$ cat src/common/cpu_pkg.sv
// CPU shared definitions
package cpu_pkg;

  typedef logic [31:0] word_t;
  typedef logic [2:0]  reg_idx_t;
  typedef logic [15:0] imm_t;
  typedef logic [7:0]  bus_byte_t;
  typedef logic [3:0]  phase_t;

  typedef enum logic [3:0] {
    OP_ADD  = 4'd0,
    OP_SUB  = 4'd1,
    OP_AND  = 4'd2,
    OP_OR   = 4'd3,
    OP_XOR  = 4'd4,
    OP_ADDI = 4'd5,
    OP_LUI  = 4'd6,
    OP_LW   = 4'd7,
    OP_SW   = 4'd8,
    OP_BEQ  = 4'd9,
    OP_HALT = 4'd15
  } opcode_e;

  typedef enum logic [2:0] {
    ALU_ADD = 3'd0,
    ALU_SUB = 3'd1,
    ALU_AND = 3'd2,
    ALU_OR  = 3'd3,
    ALU_XOR = 3'd4
  } alu_op_e;

  typedef enum logic [2:0] {
    ST_FETCH = 3'd0,
    ST_EXEC  = 3'd1,
    ST_MEM   = 3'd2,
    ST_WB    = 3'd3,
    ST_HALT  = 3'd4
  } cpu_state_e;

  localparam int    NUM_REGS = 8;
  localparam word_t RESET_PC = 32'h0000_0000;

  // Pin bus phases
  localparam phase_t PH_IDLE       = 4'd0;
  localparam phase_t PH_ADDR_FIRST = 4'd1;   // Also the frame phase
  localparam phase_t PH_ADDR_LAST  = 4'd4;
  localparam phase_t PH_CMD        = 4'd5;
  localparam phase_t PH_RD_FIRST   = 4'd6;
  localparam phase_t PH_RD_LAST    = 4'd9;
  localparam phase_t BUS_PHASES    = 4'd10;  // Ack phase

endpackage

$ cat src/cpu/alu.sv
// Arithmetic logic unit
`timescale 1ns/1ps

module alu
  import cpu_pkg::*;
(
  input  alu_op_e alu_op,
  input  word_t   a,
  input  word_t   b,
  output word_t   result,
  output logic    equal
);

  always_comb begin
    case (alu_op)
      ALU_ADD: result = a + b;   // Wraps at 32 bits
      ALU_SUB: result = a - b;
      ALU_AND: result = a & b;
      ALU_OR:  result = a | b;
      ALU_XOR: result = a ^ b;
      default: result = a + b;
    endcase
  end

  assign equal = (a == b);  // Branch compare

endmodule

$ cat src/cpu/cpu_control.sv
// CPU control and bus master
`timescale 1ns/1ps

module cpu_control
  import cpu_pkg::*;
(
  input  logic     clk,
  input  logic     rst,
  input  logic     run,
  input  word_t    wb_dat_r,
  input  logic     wb_ack,
  input  word_t    rd1,
  input  word_t    rd2,
  input  word_t    alu_result,
  input  logic     alu_equal,
  output logic     wb_cyc,
  output logic     wb_stb,
  output logic     wb_we,
  output word_t    wb_adr,
  output word_t    wb_dat_w,
  output reg_idx_t rs1_sel,
  output reg_idx_t rs2_sel,
  output reg_idx_t rd_sel,
  output logic     reg_wr_en,
  output word_t    reg_wr_data,
  output alu_op_e  alu_op,
  output word_t    alu_b,
  output logic     halted
);

  cpu_state_e state;
  word_t      pc;
  word_t      ir;
  word_t      load_q;
  logic       fetch_busy;   // Fetch request in flight

  opcode_e    opcode;
  imm_t       imm;
  word_t      imm_sext;
  word_t      pc_next;
  word_t      branch_target;
  logic       b_from_reg;
  logic       writes_rd;

  assign opcode        = opcode_e'(ir[31:28]);
  assign imm           = ir[15:0];
  assign imm_sext      = {{16{imm[15]}}, imm};
  assign pc_next       = pc + 32'd4;
  assign branch_target = pc_next + {imm_sext[29:0], 2'b00};  // Word offset

  assign rd_sel  = ir[27:25];
  assign rs1_sel = ir[24:22];
  assign rs2_sel = ir[21:19];

  assign b_from_reg = opcode inside {OP_ADD, OP_SUB, OP_AND, OP_OR, OP_XOR, OP_BEQ};
  assign writes_rd  = opcode inside {OP_ADD, OP_SUB, OP_AND, OP_OR, OP_XOR,
                                     OP_ADDI, OP_LUI, OP_LW};

  always_comb begin
    case (opcode)
      OP_SUB:  alu_op = ALU_SUB;
      OP_AND:  alu_op = ALU_AND;
      OP_OR:   alu_op = ALU_OR;
      OP_XOR:  alu_op = ALU_XOR;
      OP_BEQ:  alu_op = ALU_SUB;
      default: alu_op = ALU_ADD;  // ADDI and address calculation
    endcase
  end

  assign alu_b = b_from_reg ? rd2 : imm_sext;

  // Write-back source
  always_comb begin
    case (opcode)
      OP_LUI:  reg_wr_data = {imm, 16'h0000};
      OP_LW:   reg_wr_data = load_q;
      default: reg_wr_data = alu_result;
    endcase
  end

  assign reg_wr_en = (state == ST_WB) && writes_rd;

  // Held until ack even if run drops mid fetch
  assign wb_stb   = ((state == ST_FETCH) && (run || fetch_busy)) || (state == ST_MEM);
  assign wb_cyc   = wb_stb;
  assign wb_we    = (state == ST_MEM) && (opcode == OP_SW);
  assign wb_adr   = (state == ST_MEM) ? alu_result : pc;
  assign wb_dat_w = rd2;
  assign halted   = (state == ST_HALT);

  always_ff @(posedge clk) begin
    if (rst) begin
      state      <= ST_FETCH;
      pc         <= RESET_PC;
      ir         <= '0;
      fetch_busy <= 1'b0;
    end else begin
      fetch_busy <= (state == ST_FETCH) && wb_stb && !wb_ack;
      case (state)
        ST_FETCH: begin
          if (wb_ack) begin
            ir    <= wb_dat_r;
            state <= ST_EXEC;
          end
        end
        ST_EXEC: begin
          case (opcode)
            OP_HALT: state <= ST_HALT;
            OP_BEQ: begin
              pc    <= alu_equal ? branch_target : pc_next;
              state <= ST_FETCH;
            end
            OP_LW, OP_SW: begin
              pc    <= pc_next;
              state <= ST_MEM;
            end
            default: begin
              pc    <= pc_next;
              state <= writes_rd ? ST_WB : ST_FETCH;  // Unknown opcodes skip
            end
          endcase
        end
        ST_MEM: begin
          if (wb_ack) begin
            state <= (opcode == OP_LW) ? ST_WB : ST_FETCH;
          end
        end
        ST_WB:   state <= ST_FETCH;
        ST_HALT: state <= ST_HALT;
        default: state <= ST_FETCH;
      endcase
    end
  end

  always_ff @(posedge clk) begin
    if ((state == ST_MEM) && wb_ack) begin
      load_q <= wb_dat_r;
    end
  end

  // A request stays up until the slave answers
  assert property (@(posedge clk) disable iff (rst)
    (wb_stb && !wb_ack) |=> wb_stb)
    else $error("wb_stb dropped before wb_ack");

  // Stores and branches never reach the write-back step
  assert property (@(posedge clk) disable iff (rst)
    (state == ST_WB) |-> ($past(state) inside {ST_EXEC, ST_MEM}) &&
                         !(opcode inside {OP_SW, OP_BEQ}))
    else $error("store or branch reached write-back");

endmodule

$ cat src/cpu/reg_file.sv
// Register file
`timescale 1ns/1ps

module reg_file
  import cpu_pkg::*;
(
  input  logic     clk,
  input  logic     rst,
  input  reg_idx_t rs1_sel,
  input  reg_idx_t rs2_sel,
  input  reg_idx_t rd_sel,
  input  logic     wr_en,
  input  word_t    wr_data,
  output word_t    rd1,
  output word_t    rd2
);

  word_t regs [NUM_REGS];

  always_ff @(posedge clk) begin
    if (rst) begin
      regs <= '{default: '0};
    end else if (wr_en && (rd_sel != '0)) begin
      regs[rd_sel] <= wr_data;
    end
  end

  // Register zero is hardwired
  assign rd1 = (rs1_sel == '0) ? '0 : regs[rs1_sel];
  assign rd2 = (rs2_sel == '0) ? '0 : regs[rs2_sel];

endmodule

$ cat src/design/cpu_bus_top.sv
// CPU with pin bus top level
`timescale 1ns/1ps

module cpu_bus_top
  import cpu_pkg::*;
(
  input  logic      clk,
  input  logic      rst,
  input  logic      run,
  input  bus_byte_t uio_in,
  output bus_byte_t uo_out,
  output bus_byte_t uio_out,
  output bus_byte_t uio_oe,
  output logic      frame,
  output logic      halted
);

  logic     wb_cyc;
  logic     wb_stb;
  logic     wb_we;
  word_t    wb_adr;
  word_t    wb_dat_w;
  word_t    wb_dat_r;
  logic     wb_ack;

  reg_idx_t rs1_sel;
  reg_idx_t rs2_sel;
  reg_idx_t rd_sel;
  logic     reg_wr_en;
  word_t    reg_wr_data;
  word_t    rd1;
  word_t    rd2;

  alu_op_e  alu_op;
  word_t    alu_b;
  word_t    alu_result;
  logic     alu_equal;

  cpu_control cpu_control_inst (
    .clk         (clk),
    .rst         (rst),
    .run         (run),
    .wb_dat_r    (wb_dat_r),
    .wb_ack      (wb_ack),
    .rd1         (rd1),
    .rd2         (rd2),
    .alu_result  (alu_result),
    .alu_equal   (alu_equal),
    .wb_cyc      (wb_cyc),
    .wb_stb      (wb_stb),
    .wb_we       (wb_we),
    .wb_adr      (wb_adr),
    .wb_dat_w    (wb_dat_w),
    .rs1_sel     (rs1_sel),
    .rs2_sel     (rs2_sel),
    .rd_sel      (rd_sel),
    .reg_wr_en   (reg_wr_en),
    .reg_wr_data (reg_wr_data),
    .alu_op      (alu_op),
    .alu_b       (alu_b),
    .halted      (halted)
  );

  reg_file reg_file_inst (
    .clk     (clk),
    .rst     (rst),
    .rs1_sel (rs1_sel),
    .rs2_sel (rs2_sel),
    .rd_sel  (rd_sel),
    .wr_en   (reg_wr_en),
    .wr_data (reg_wr_data),
    .rd1     (rd1),
    .rd2     (rd2)
  );

  // Operand a is always rs1
  alu alu_inst (
    .alu_op (alu_op),
    .a      (rd1),
    .b      (alu_b),
    .result (alu_result),
    .equal  (alu_equal)
  );

  pin_bus_bridge pin_bus_bridge_inst (
    .clk      (clk),
    .rst      (rst),
    .wb_cyc   (wb_cyc),
    .wb_stb   (wb_stb),
    .wb_we    (wb_we),
    .wb_adr   (wb_adr),
    .wb_dat_w (wb_dat_w),
    .uio_in   (uio_in),
    .wb_dat_r (wb_dat_r),
    .wb_ack   (wb_ack),
    .uo_out   (uo_out),
    .uio_out  (uio_out),
    .uio_oe   (uio_oe),
    .frame    (frame)
  );

endmodule

$ cat src/design/pin_bus_bridge.sv
// Wishbone to pin bus bridge
`timescale 1ns/1ps

module pin_bus_bridge
  import cpu_pkg::*;
(
  input  logic      clk,
  input  logic      rst,
  input  logic      wb_cyc,
  input  logic      wb_stb,
  input  logic      wb_we,
  input  word_t     wb_adr,
  input  word_t     wb_dat_w,
  input  bus_byte_t uio_in,
  output word_t     wb_dat_r,
  output logic      wb_ack,
  output bus_byte_t uo_out,
  output bus_byte_t uio_out,
  output bus_byte_t uio_oe,
  output logic      frame
);

  phase_t     phase;
  word_t      adr_q;
  word_t      dat_q;
  word_t      rdata_q;
  logic       we_q;
  logic [1:0] wr_idx;
  logic [1:0] rd_idx;
  logic       start;

  assign start  = (phase == PH_IDLE) && wb_cyc && wb_stb;
  assign wr_idx = 2'(phase - PH_ADDR_FIRST);  // Byte lane, LSB first
  assign rd_idx = 2'(phase - PH_RD_FIRST);

  always_ff @(posedge clk) begin
    if (rst) begin
      phase <= PH_IDLE;
    end else if (phase == PH_IDLE) begin
      if (start) begin
        phase <= PH_ADDR_FIRST;
      end
    end else if (phase == BUS_PHASES) begin
      phase <= PH_IDLE;
    end else begin
      phase <= phase + 4'd1;
    end
  end

  // Stable copy of the request for the pin phases
  always_ff @(posedge clk) begin
    if (start) begin
      adr_q <= wb_adr;
      dat_q <= wb_dat_w;
      we_q  <= wb_we;
    end
    if ((phase >= PH_RD_FIRST) && (phase <= PH_RD_LAST)) begin
      rdata_q[8*rd_idx +: 8] <= uio_in;
    end
  end

  always_comb begin
    uo_out  = '0;
    uio_out = '0;
    if ((phase >= PH_ADDR_FIRST) && (phase <= PH_ADDR_LAST)) begin
      uo_out  = adr_q[8*wr_idx +: 8];
      uio_out = dat_q[8*wr_idx +: 8];
    end else if (phase == PH_CMD) begin
      uo_out = {7'b0000000, we_q};  // Command byte, bit 0 is write
    end
  end

  assign uio_oe   = ((phase != PH_IDLE) && we_q) ? 8'hff : 8'h00;
  assign frame    = (phase == PH_ADDR_FIRST);
  assign wb_ack   = (phase == BUS_PHASES);
  assign wb_dat_r = rdata_q;

  assert property (@(posedge clk) disable iff (rst)
    wb_ack |=> !wb_ack)
    else $error("wb_ack longer than one cycle");

  // Pin direction is fixed for the whole frame
  assert property (@(posedge clk) disable iff (rst)
    (phase > PH_ADDR_FIRST) |-> $stable(uio_oe))
    else $error("uio_oe changed inside a frame");

endmodule

$ cat config.mk
export PLATFORM = sky130hd
export DESIGN_NAME = cpu_bus_top
export DESIGN_NICKNAME = d
export VERILOG_FILES = /design/src/common/cpu_pkg.sv /design/src/cpu/alu.sv /design/src/cpu/cpu_control.sv /design/src/cpu/reg_file.sv /design/src/design/cpu_bus_top.sv /design/src/design/pin_bus_bridge.sv
export SDC_FILE = /design/constraint.sdc
export NUM_CORES = 1
export LEC_CHECK = 0
export BUFFER_PORTS_ARGS = -buffer_cell sky130_fd_sc_hd__buf_2
export CAP_MARGIN = 0
export CORE_MARGIN = 5
export CORE_UTILIZATION = 25
export CTS_BUF_LIST = sky130_fd_sc_hd__clkbuf_8
export CTS_CLUSTER_SIZE = 14
export DETAILED_ROUTE_END_ITERATION = 16
export GPL_TIMING_DRIVEN = 0
export PLACE_DENSITY_LB_ADDON = 0.3
export SETUP_SLACK_MARGIN = 0.5
export SLEW_MARGIN = 15
export SYNTH_ARGS = -nofsm -noshare
export SYNTH_HDL_FRONTEND = slang
export SYNTH_HIERARCHICAL = 1
export SYNTH_SLANG_ARGS = --single-unit
$ cat constraint.sdc
create_clock -name clk -period 5.1 [get_ports clk]
set_input_delay 0.255 -clock clk [delete_from_list [all_inputs] [get_ports clk]]
set_output_delay 0.255 -clock clk [all_outputs]
set_load 0.01 [all_outputs]
==> reports/qor.csv, run 1 <==
stage;metric;value;unit
setup_path;worst reg2reg path depth;23;
sta;worst setup margin;-0.2877;ns
job;max cap viols;0;
synthesis;Async SR Flop Fraction;0;
layout;multi-input logic area;19600;um2
floorplan;Die X;354.5;um
synthesis;share of the synthesized area in the top cell type;0.1964;
floorplan;DIE AREA;125600;um2
synthesis;Mapped Area;29660;um2
grt;initial antenna violation count;1;
grt;largest net degree at the start of global routing;33;
detailed_routing;1st-pass router iterations;5;
layout;share of cells above drive strength 1;0.2752;
setup_path;Worst Path Arrival;5.91;ns
sta;Final Cycle Share;1.056;
synthesis;Mapped Nets;3492;
synthesis;#FFs+latches synth;420;
clock_tree;CTS max path bufs;3;
grt;number of global-route vias before repair;25900;
synthesis;Synth area leader;dfxtp_1;
synthesis;Mean Syn Cell Area;8.884;um2
detailed_routing;post-route ant nets;0;
clock_tree;Worst-Skew Late Latency;0.69;ns
sta;clock skew;0.04579;ns
power_and_ir_drop;Comb power frac;0.099;
sta;relative slew slack;0.1086;
clock_tree;CTS tree;yes;
sta;final count of hold timing violations;0;
power_and_ir_drop;worst vdd ir;146.6;uV
synthesis;Post-synth top cells;713 x nand2_1, 348 x a21oi_1, 291 x dfxtp_1, 152 x mux2i_1, 139 x ha_1;
run_status;failing checks;setup timing;
layout;fillers;12480;
floorplan;initial core utilization;0.2515;
clock_tree;H-tree depth;3;
setup_path;Critical R2R Launch;cpu_control_inst/ir[19]$_SDFFE_PP0P_;
clock_tree;CTS Root Cell;clkbuf_8;
clock_tree;clk sinks;420;
placement;routability cong.;0.9547;
synthesis;Syn. warnings;6;
setup_path;CP startpoint;cpu_control_inst/ir[19]$_SDFFE_PP0P_;
setup_path;R2R Path End;reg_file_inst/regs[60]$_SDFFE_PP0P_;
setup_path;Worst Path Required;5.62;ns
synthesis;top cells by area, synth;dfxtp_1 20%, edfxtp_1 13%, nand2_1 9.0%;
power_and_ir_drop;PwrDens;206.9;nW/um2
grt;grt ovf;0;
layout;Sequential cell area;9707;um2
grt;total global-route track usage;0.1862;
detailed_routing;via/cell ratio;5.208;
layout;Nets;3709;
power_and_ir_drop;Clk pwr share;0.430;
power_and_ir_drop;Pint;5.535;mW
power_and_ir_drop;Reg power frac;0.472;
floorplan;die height;354.5;um
floorplan;core area;117900;um2
setup_path;Setup crit start kind;register;
power_and_ir_drop;Sw Pwr;2.033;mW
setup_path;Register-to-Register Setup Slack;-0.29;ns
detailed_routing;wire length per cell;23.62;um
placement;Port-buffer cells;36;
setup_path;WS Path Type;register to register;
grt;first-pass GRT wire length;176800;um
sta;Least-Margin Pin Slew;1.323;ns
detailed_routing;DRC errors left;0;
setup_path;Worst Setup End Kind;register;
layout;Area growth, synth to finish;23.29;%
sta;Final setup viols;46;
synthesis;Cell variety after synth;121;
sta;fmax;185.6;MHz
synthesis;count leader, synth;nand2_1;
detailed_routing;Iter 0 DRT Violations;2391;
floorplan;num rows;126;
placement;placed cell count;4922;
clock_tree;Worst-path clk slew;0.06;ns
power_and_ir_drop;switch share;0.2686;
worst_hold_path;Hold Startpoint;pin_bus_bridge_inst/wb_dat_r[17]$_DFFE_PP_;
run_status;outcome;finished with violations;
synthesis;number of synthesized flops with an enable pin;129;
synthesis;sequential fraction of the synthesis area;0.3270;
synthesis;Gate Count Post-Synth;3339;
placement;Placed Area;31920;um2
sta;unrepaired setup endpoints after global routing;true;
layout;final design area excluding fillers;36570;um2
detailed_routing;Routed WL;121700;um
clock_tree;TritonCTS Buffers;77;
sta;fin. max-slew vios;0;
power_and_ir_drop;Power Total;7.568;mW
worst_hold_path;Min-Delay Path Class;register to register;
floorplan;I/O pin count;37;
setup_path;critical path fanouts, max;8;
power_and_ir_drop;Leak;12.66;nW
setup_path;crit path to;reg_file_inst/regs[60]$_SDFFE_PP0P_;
detailed_routing;via count;26840;
layout;final cell count without fillers;5153;
synthesis;ys flop type;dfxtp_1;
placement;DP HPWL;91010;um
sta;Final Critical Period;5.388;ns
-- flip-flops by register name, indices dropped and copies added, names as in the netlist --
signal                        count
cpu_control_inst/pc              30
cpu_control_inst/load_q          32
pin_bus_bridge_inst/we_q          1
reg_file_inst/regs              224
pin_bus_bridge_inst/phase         4
cpu_control_inst/state            3
pin_bus_bridge_inst/adr_q        32
cpu_control_inst/ir              29
cpu_control_inst/fetch_busy       1
pin_bus_bridge_inst/wb_dat_r     32
pin_bus_bridge_inst/dat_q        32
-- layout by cell type (no fill, tap or decap), drive strengths merged, types with 19 or more instances in the layout --
master  Yosys  routed
nor3       30      30
o22ai      26      26
mux2i     152     152
a221oi    138     138
mux2      106     106
clkbuf    116     201
nor2      128     128
nand2b     22      22
a21oi     394     394
clkinv      0      22
nand2     714     714
nor2b      30      30
ha        139     139
inv       117     140
xnor2      39      39
buf       183     314
nand3      36      36
dfxtp     291     291
edfxtp    129     129
a21o       31      31
a22oi      25      25
o21ai     121     121
xor2       19      19
and2       45      45
o221ai     22      22
-- final cells by class --
class / instances / share of cell area
multi-input combinational: 2503 / 0.5359
antenna: 1 / 0.00006842
timing repair buffer: 138 / 0.03178
buffer: 299 / 0.06052
clock buffer: 89 / 0.03349
clock inverter: 50 / 0.008142
sequential: 420 / 0.2654
inverter: 117 / 0.01215
tap: 1536 / 0.05255
-- cells by family (layout without fill, tap and decap cells) --
logic type	count (synthesis)	after routing	synth area share
AO/OA/AOI/OAI	912	912	0.2335
AND/OR/NAND/NOR	1117	1117	0.1713
adder cells (fa/ha/maj)	142	142	0.06065
XOR/XNOR	58	58	0.01738
other	0	1	0
buffers and inverters	416	693	0.07913
flip-flops	420	420	0.3270
multiplexers	274	274	0.1110
-- worst max-delay path: stages (launching register included) --
cell and delay (ns):
dfxtp_2 0.32, buf_4 0.13, buf_8 0.13, and2b_4 0.31, buf_12 0.18, a221oi_4 0.09
a221oi_4 0.37, mux2_4 0.25, inv_2 0.05, ha_4 0.25, or4_4 0.57, a211oi_4 0.25
o32a_4 0.28, nor4_4 0.05, o31ai_4 0.40, a311oi_4 0.20, o31ai_4 0.41, o211ai_1 0.18
a22o_4 0.34, nand2_2 0.08, o21ai_2 0.07, buf_6 0.18, nand2_4 0.07, a21oi_2 0.04
-- worst min-delay path by stage --
stage	to	slack (ns)	depth (start not counted)
2_1_floorplan	pin_bus_bridge_inst/phase[0]$_SDFFE_PP0P_	0.32	1
3_3_place_gp	cpu_control_inst/load_q[17]$_DFFE_PP_	0.41	0
3_5_place_dp	cpu_control_inst/load_q[17]$_DFFE_PP_	0.42	0
4_1_cts	cpu_control_inst/load_q[17]$_DFFE_PP_	0.43	0
5_1_grt	cpu_control_inst/load_q[16]$_DFFE_PP_	0.44	0
6_report	cpu_control_inst/load_q[17]$_DFFE_PP_	0.42	0
-- per-stage QoR --
stage	util	worst slack, ns	hold slack [ns]	TNS [ns]
6_report	0.3101	-0.2877	0.4241	-6.608
3_5_place_dp	0.2707	-1.618	0.4196	-210.28
5_1_grt	0.3101	-0.3842	0.4446	-22.13
4_1_cts	0.3067	-0.1156	0.4325	-1.633
3_3_place_gp	0.2694	-2.022	0.4084	-253.07
2_1_floorplan	-	0.5247	0.3241	0
-- power by group through the flow --
stage                     Combinational, mW  Clock (mW)  Sequential [mW]
after floorplan                       0.434           0             3.64
after global placement                0.739           0             3.65
after detailed placement              0.762           0             3.64
after CTS                             0.770        3.33             3.57
after global routing                  0.800        3.49             3.57
final                                 0.748        3.25             3.57
-- what timing repair did --
item                                    CTS  global route
hold buffers                             10             0
endpoints found under the setup margin  284           273
pin swaps                                74            23
gates resized for setup                 384            85
cloned                                    1             0
hold endpoints to repair                 35             0
setup buffers                            66            14
-- metal layers --
metal	track usage	part of all wire	vias to the layer above
met3	0.03062	0.067	219
met5	0	0	-
met4	0.08191	0.049	0
met2	0.2966	0.45	1032
met1	0.2485	0.44	13170
li1	-	-	12420
Power figures use the tool's default switching activity.
==> run 2: changes to the inputs <==
--- a/config.mk
+++ b/config.mk
@@ -5,6 +5,7 @@
 export SDC_FILE = /design/constraint.sdc
 export NUM_CORES = 1
 export LEC_CHECK = 0
+export ABC_AREA = 1
 export BUFFER_PORTS_ARGS = -buffer_cell sky130_fd_sc_hd__buf_2
 export CAP_MARGIN = 0
 export CORE_MARGIN = 5
==> run 2 against run 1 <==
Effect of this change:
- the flow now finishes without violations
- non-clock buffer count shrank 38
- combinational power shrank 5.2%
- largest power group unchanged
- power is 8.8% higher
- via count is 32% higher
- maximum frequency rose by 20%
- worst hold slack gained 0.0040 ns
- critical path type unchanged
- global-route usage is 0.48 points higher
- sequential share of layout area shrank 0.068 points
- worst setup slack improved by 0.90 ns
- critical path depth rose by 6
- count of clock-buffer cells in the layout rose by 19
- sequential cell count is 32 higher
==> reports/qor.csv, run 2 <==
stage;metric;value;unit;change
layout;Area growth, synth to finish;16.28;%;
worst_hold_path;Hold Startpoint;pin_bus_bridge_inst/wb_dat_r[17]$_DFFE_PP_;;
sta;relative slew slack;0.3640;;+0.2554
floorplan;I/O pin count;37;;unchanged
detailed_routing;Routed WL;141400;um;+16%
placement;DP HPWL;114300;um;+26%
setup_path;slowest stage delay, CP;0.43;ns;-0.14 ns
synthesis;ys flop type;dfxtp_1;;
clock_tree;clk sinks;452;;+7.6%
worst_hold_path;Min-Delay Path Class;register to register;;
detailed_routing;via count;35530;;+32%
synthesis;Async SR Flop Fraction;0;;unchanged
layout;final core occ;0.2927;;-0.01744
worst_hold_path;Hold Crit Depth;0;;unchanged
setup_path;Worst Path Arrival;5.11;ns;-0.80 ns
job;max cap viols;0;;unchanged
power_and_ir_drop;worst vdd ir;192.6;uV;+31%
synthesis;Mapped Nets;5598;;+60%
clock_tree;CTS tree;yes;;
sta;final count of hold timing violations;0;;unchanged
setup_path;CP max stage cell;o211ai_1;;
power_and_ir_drop;Sw Pwr;2.253;mW;+11%
detailed_routing;post-route ant nets;0;;unchanged
floorplan;Die X;376.6;um;+6.2%
setup_path;critical path fanouts, max;10;;+2
setup_path;WS Path Type;register to register;;
layout;Largest Register;reg_file_inst/regs;;
placement;Port-buffer cells;36;;unchanged
floorplan;die height;376.6;um;+6.2%
clock_tree;Worst-path clk slew;0.06;ns;about the same
placement;dpl ws;-0.9041;ns;+0.7140 ns
power_and_ir_drop;Pint;5.982;mW;+8.1%
grt;total global-route track usage;0.1910;;+0.004822
clock_tree;CTS max path bufs;3;;unchanged
synthesis;share of the synthesized area in the top cell type;0.2360;;+0.03961
synthesis;Mapped Area;33590;um2;+13%
clock_tree;H-tree depth;3;;unchanged
worst_hold_path;Hold Crit Endpoint;cpu_control_inst/load_q[17]$_DFFE_PP_;;
setup_path;worst reg2reg path depth;29;;+26%
clock_tree;Worst-Skew Late Latency;0.75;ns;+0.06 ns
synthesis;Cell variety after synth;57;;-53%
layout;share of cells above drive strength 1;0.1214;;-0.1538
power_and_ir_drop;Clk pwr share;0.454;;+0.024
sta;Final setup viols;0;;-100%
sta;fin. max-slew vios;0;;unchanged
sta;Final Critical Period;4.483;ns;-0.9046 ns
detailed_routing;via/cell ratio;4.767;;-8.5%
setup_path;Critical R2R Launch;cpu_control_inst/ir[20]$_SDFFE_PP0P_;;
synthesis;Syn. warnings;6;;unchanged
sta;Least-Margin Pin Slew;0.9539;ns;-0.3692 ns
layout;Nets;5766;;+55%
floorplan;num rows;134;;+6.3%
floorplan;DIE AREA;141800;um2;+13%
power_and_ir_drop;Leak;17.29;nW;+37%
layout;commonest non-fill, non-tap cell in the layout;nand2_1;;
setup_path;crit-path most repeated cell;nand2_1;;
setup_path;Worst Path Required;5.72;ns;+0.10 ns
power_and_ir_drop;Comb power frac;0.086;;-0.013
power_and_ir_drop;PwrDens;210.8;nW/um2;+1.9%
clock_tree;TritonCTS Buffers;86;;+12%
run_status;outcome;completed;;
floorplan;core area;133500;um2;+13%
synthesis;number of synthesized flops with an enable pin;129;;unchanged
grt;initial antenna violation count;2;;+1
detailed_routing;DRC errors left;0;;unchanged
synthesis;Post-synth top cells;2112 x nand2_1, 758 x inv_1, 378 x nand3_1, 365 x a21oi_1, 323 x dfxtp_1;;
sta;worst setup margin;0.6169;ns;+0.9046 ns
synthesis;top cells by area, synth;nand2_1 24%, dfxtp_1 19%, edfxtp_1 12%;;
grt;first-pass GRT wire length;205400;um;+16%
placement;routability cong.;1.015;;+6.3%
setup_path;Worst Setup End Kind;register;;
clock_tree;CTS Root Cell;clkbuf_8;;
layout;fillers;15170;;+22%
grt;grt ovf;0;;unchanged
layout;final design area excluding fillers;39060;um2;+6.8%
synthesis;sequential fraction of the synthesis area;0.3078;;-0.01917
setup_path;R2R Path End;reg_file_inst/regs[30]$_SDFFE_PP0P_;;
setup_path;Register-to-Register Setup Slack;0.62;ns;+0.90 ns
detailed_routing;wire length per cell;18.97;um;-20%
detailed_routing;Iter 0 DRT Violations;3982;;+67%
layout;most frequent cells in the layout;2090 x nand2_1, 778 x inv_1, 360 x a21oi_1, 356 x nand3_1, 322 x dfxtp_1;;
layout;max reg flops;256;;+14%
grt;number of global-route vias before repair;32760;;+27%
synthesis;Synth area leader;nand2_1;;
sta;Final Cycle Share;0.8790;;-0.1774
sta;fmax;223.1;MHz;+20%
sta;clock skew;0.06631;ns;+0.02052 ns
floorplan;initial core utilization;0.2517;;about the same
synthesis;Mean Syn Cell Area;6.169;um2;-31%
power_and_ir_drop;switch share;0.2736;;+0.005019
synthesis;Gate Count Post-Synth;5445;;+63%
synthesis;count leader, synth;nand2_1;;
setup_path;CP startpoint;cpu_control_inst/ir[20]$_SDFFE_PP0P_;;
power_and_ir_drop;Reg power frac;0.460;;-0.012
detailed_routing;1st-pass router iterations;6;;+1
synthesis;#FFs+latches synth;452;;+7.6%
setup_path;Setup crit start kind;register;;
grt;largest net degree at the start of global routing;29;;-12%
sta;unrepaired setup endpoints after global routing;true;;
placement;Placed Area;36140;um2;+13%
## run 2: cell count changes after synthesis, sizes merged, moves of 30 or more
cell,previous run,this run
buf,183,225
nand2,714,2149
and2,45,13
xnor2,39,3
nor2b,30,0
mux2i,152,0
inv,117,790
mux2,106,0
dfxtp,291,323
nor2,128,351
a221oi,138,7
o211ai,15,125
nand3,36,383
## run 2: power groups by stage
stage | combinational [mW] | clock [mW] | sequential, mW
2_1_floorplan | 0.384 | 0 | 3.86
3_3_place_gp | 0.688 | 0 | 3.88
3_5_place_dp | 0.701 | 0 | 3.86
4_1_cts | 0.710 | 3.85 | 3.79
5_1_grt | 0.769 | 4.00 | 3.79
6_report | 0.709 | 3.74 | 3.79
## run 2: how the worst max path moves through the flow
stage	slack, ns	endpoint	cells after the start
2_1_floorplan	0.52	pin_bus_bridge_inst/adr_q[0]$_DFFE_PP_	9
3_3_place_gp	-1.48	pin_bus_bridge_inst/dat_q[26]$_DFFE_PP_	9
3_5_place_dp	-0.90	reg_file_inst/regs[125]$_SDFFE_PP0P_	25
4_1_cts	0.50	reg_file_inst/regs[30]$_SDFFE_PP0P_	29
5_1_grt	0.45	reg_file_inst/regs[30]$_SDFFE_PP0P_	29
6_report	0.62	reg_file_inst/regs[30]$_SDFFE_PP0P_	29
## run 2: routing by layer
layer  share of wire  GRT usage
met5               0          0
met4           0.033    0.06463
met3           0.077    0.02519
met2            0.45     0.3065
met1            0.44     0.2644
## run 2: final cells by class
type                       instances  area (um2)  area share
clock inverter                    50       306.5    0.007848
sequential                       452       10340      0.2647
buffer                           319        2079     0.05323
tap                             1768        2212     0.05663
inverter                         793        2984     0.07639
timing repair buffer              80       624.3     0.01598
antenna                            2       5.005   0.0001281
clock buffer                     108        1486     0.03805
multi-input combinational       3881       19020      0.4870
## run 2: critical path: cells and delay by family, from the launching register on
family          cells  cell delay (ns)
simple gates       15             1.42
buf+inv             8             1.29
compound gates      5             1.02
flops               1             0.36
fa+ha+maj           1             0.28
## run 2: what timing repair did
action                                  4_1_cts  5_1_grt
endpoints found under the setup margin      255      197
gates resized for setup                     137      142
pin swaps                                    14       10
endpoints found under the hold margin        34        0
buffers inserted                             13       10
hold buffers                                 10        0
## run 2: kinds of logic (layout without fill, tap and decap cells)
group / Yosys count / after routing / share of synthesized area
DFF: 452 / 452 / 0.3078
adders and majority gates: 142 / 142 / 0.05356
and+or+nand+nor: 2990 / 2990 / 0.3664
AOI/OAI and AO/OA: 711 / 711 / 0.1202
other: 0 / 2 / 0
xor gates and xnor gates: 38 / 38 / 0.009908
buffers and inverters: 1112 / 1350 / 0.1421
## run 2: stage by stage
step | cells | hold WS, ns | total power [mW] | setup TNS (ns)
after CTS | 7441 | 0.3786 | 8.346 | 0
after floorplan | 5445 | 0.3241 | 4.245 | 0
after global placement | 7249 | 0.4122 | 4.563 | -215.22
final | 7453 | 0.4281 | 8.235 | 0
after detailed placement | 7260 | 0.4165 | 4.564 | -86.61
after global routing | 7453 | 0.4223 | 8.559 | 0
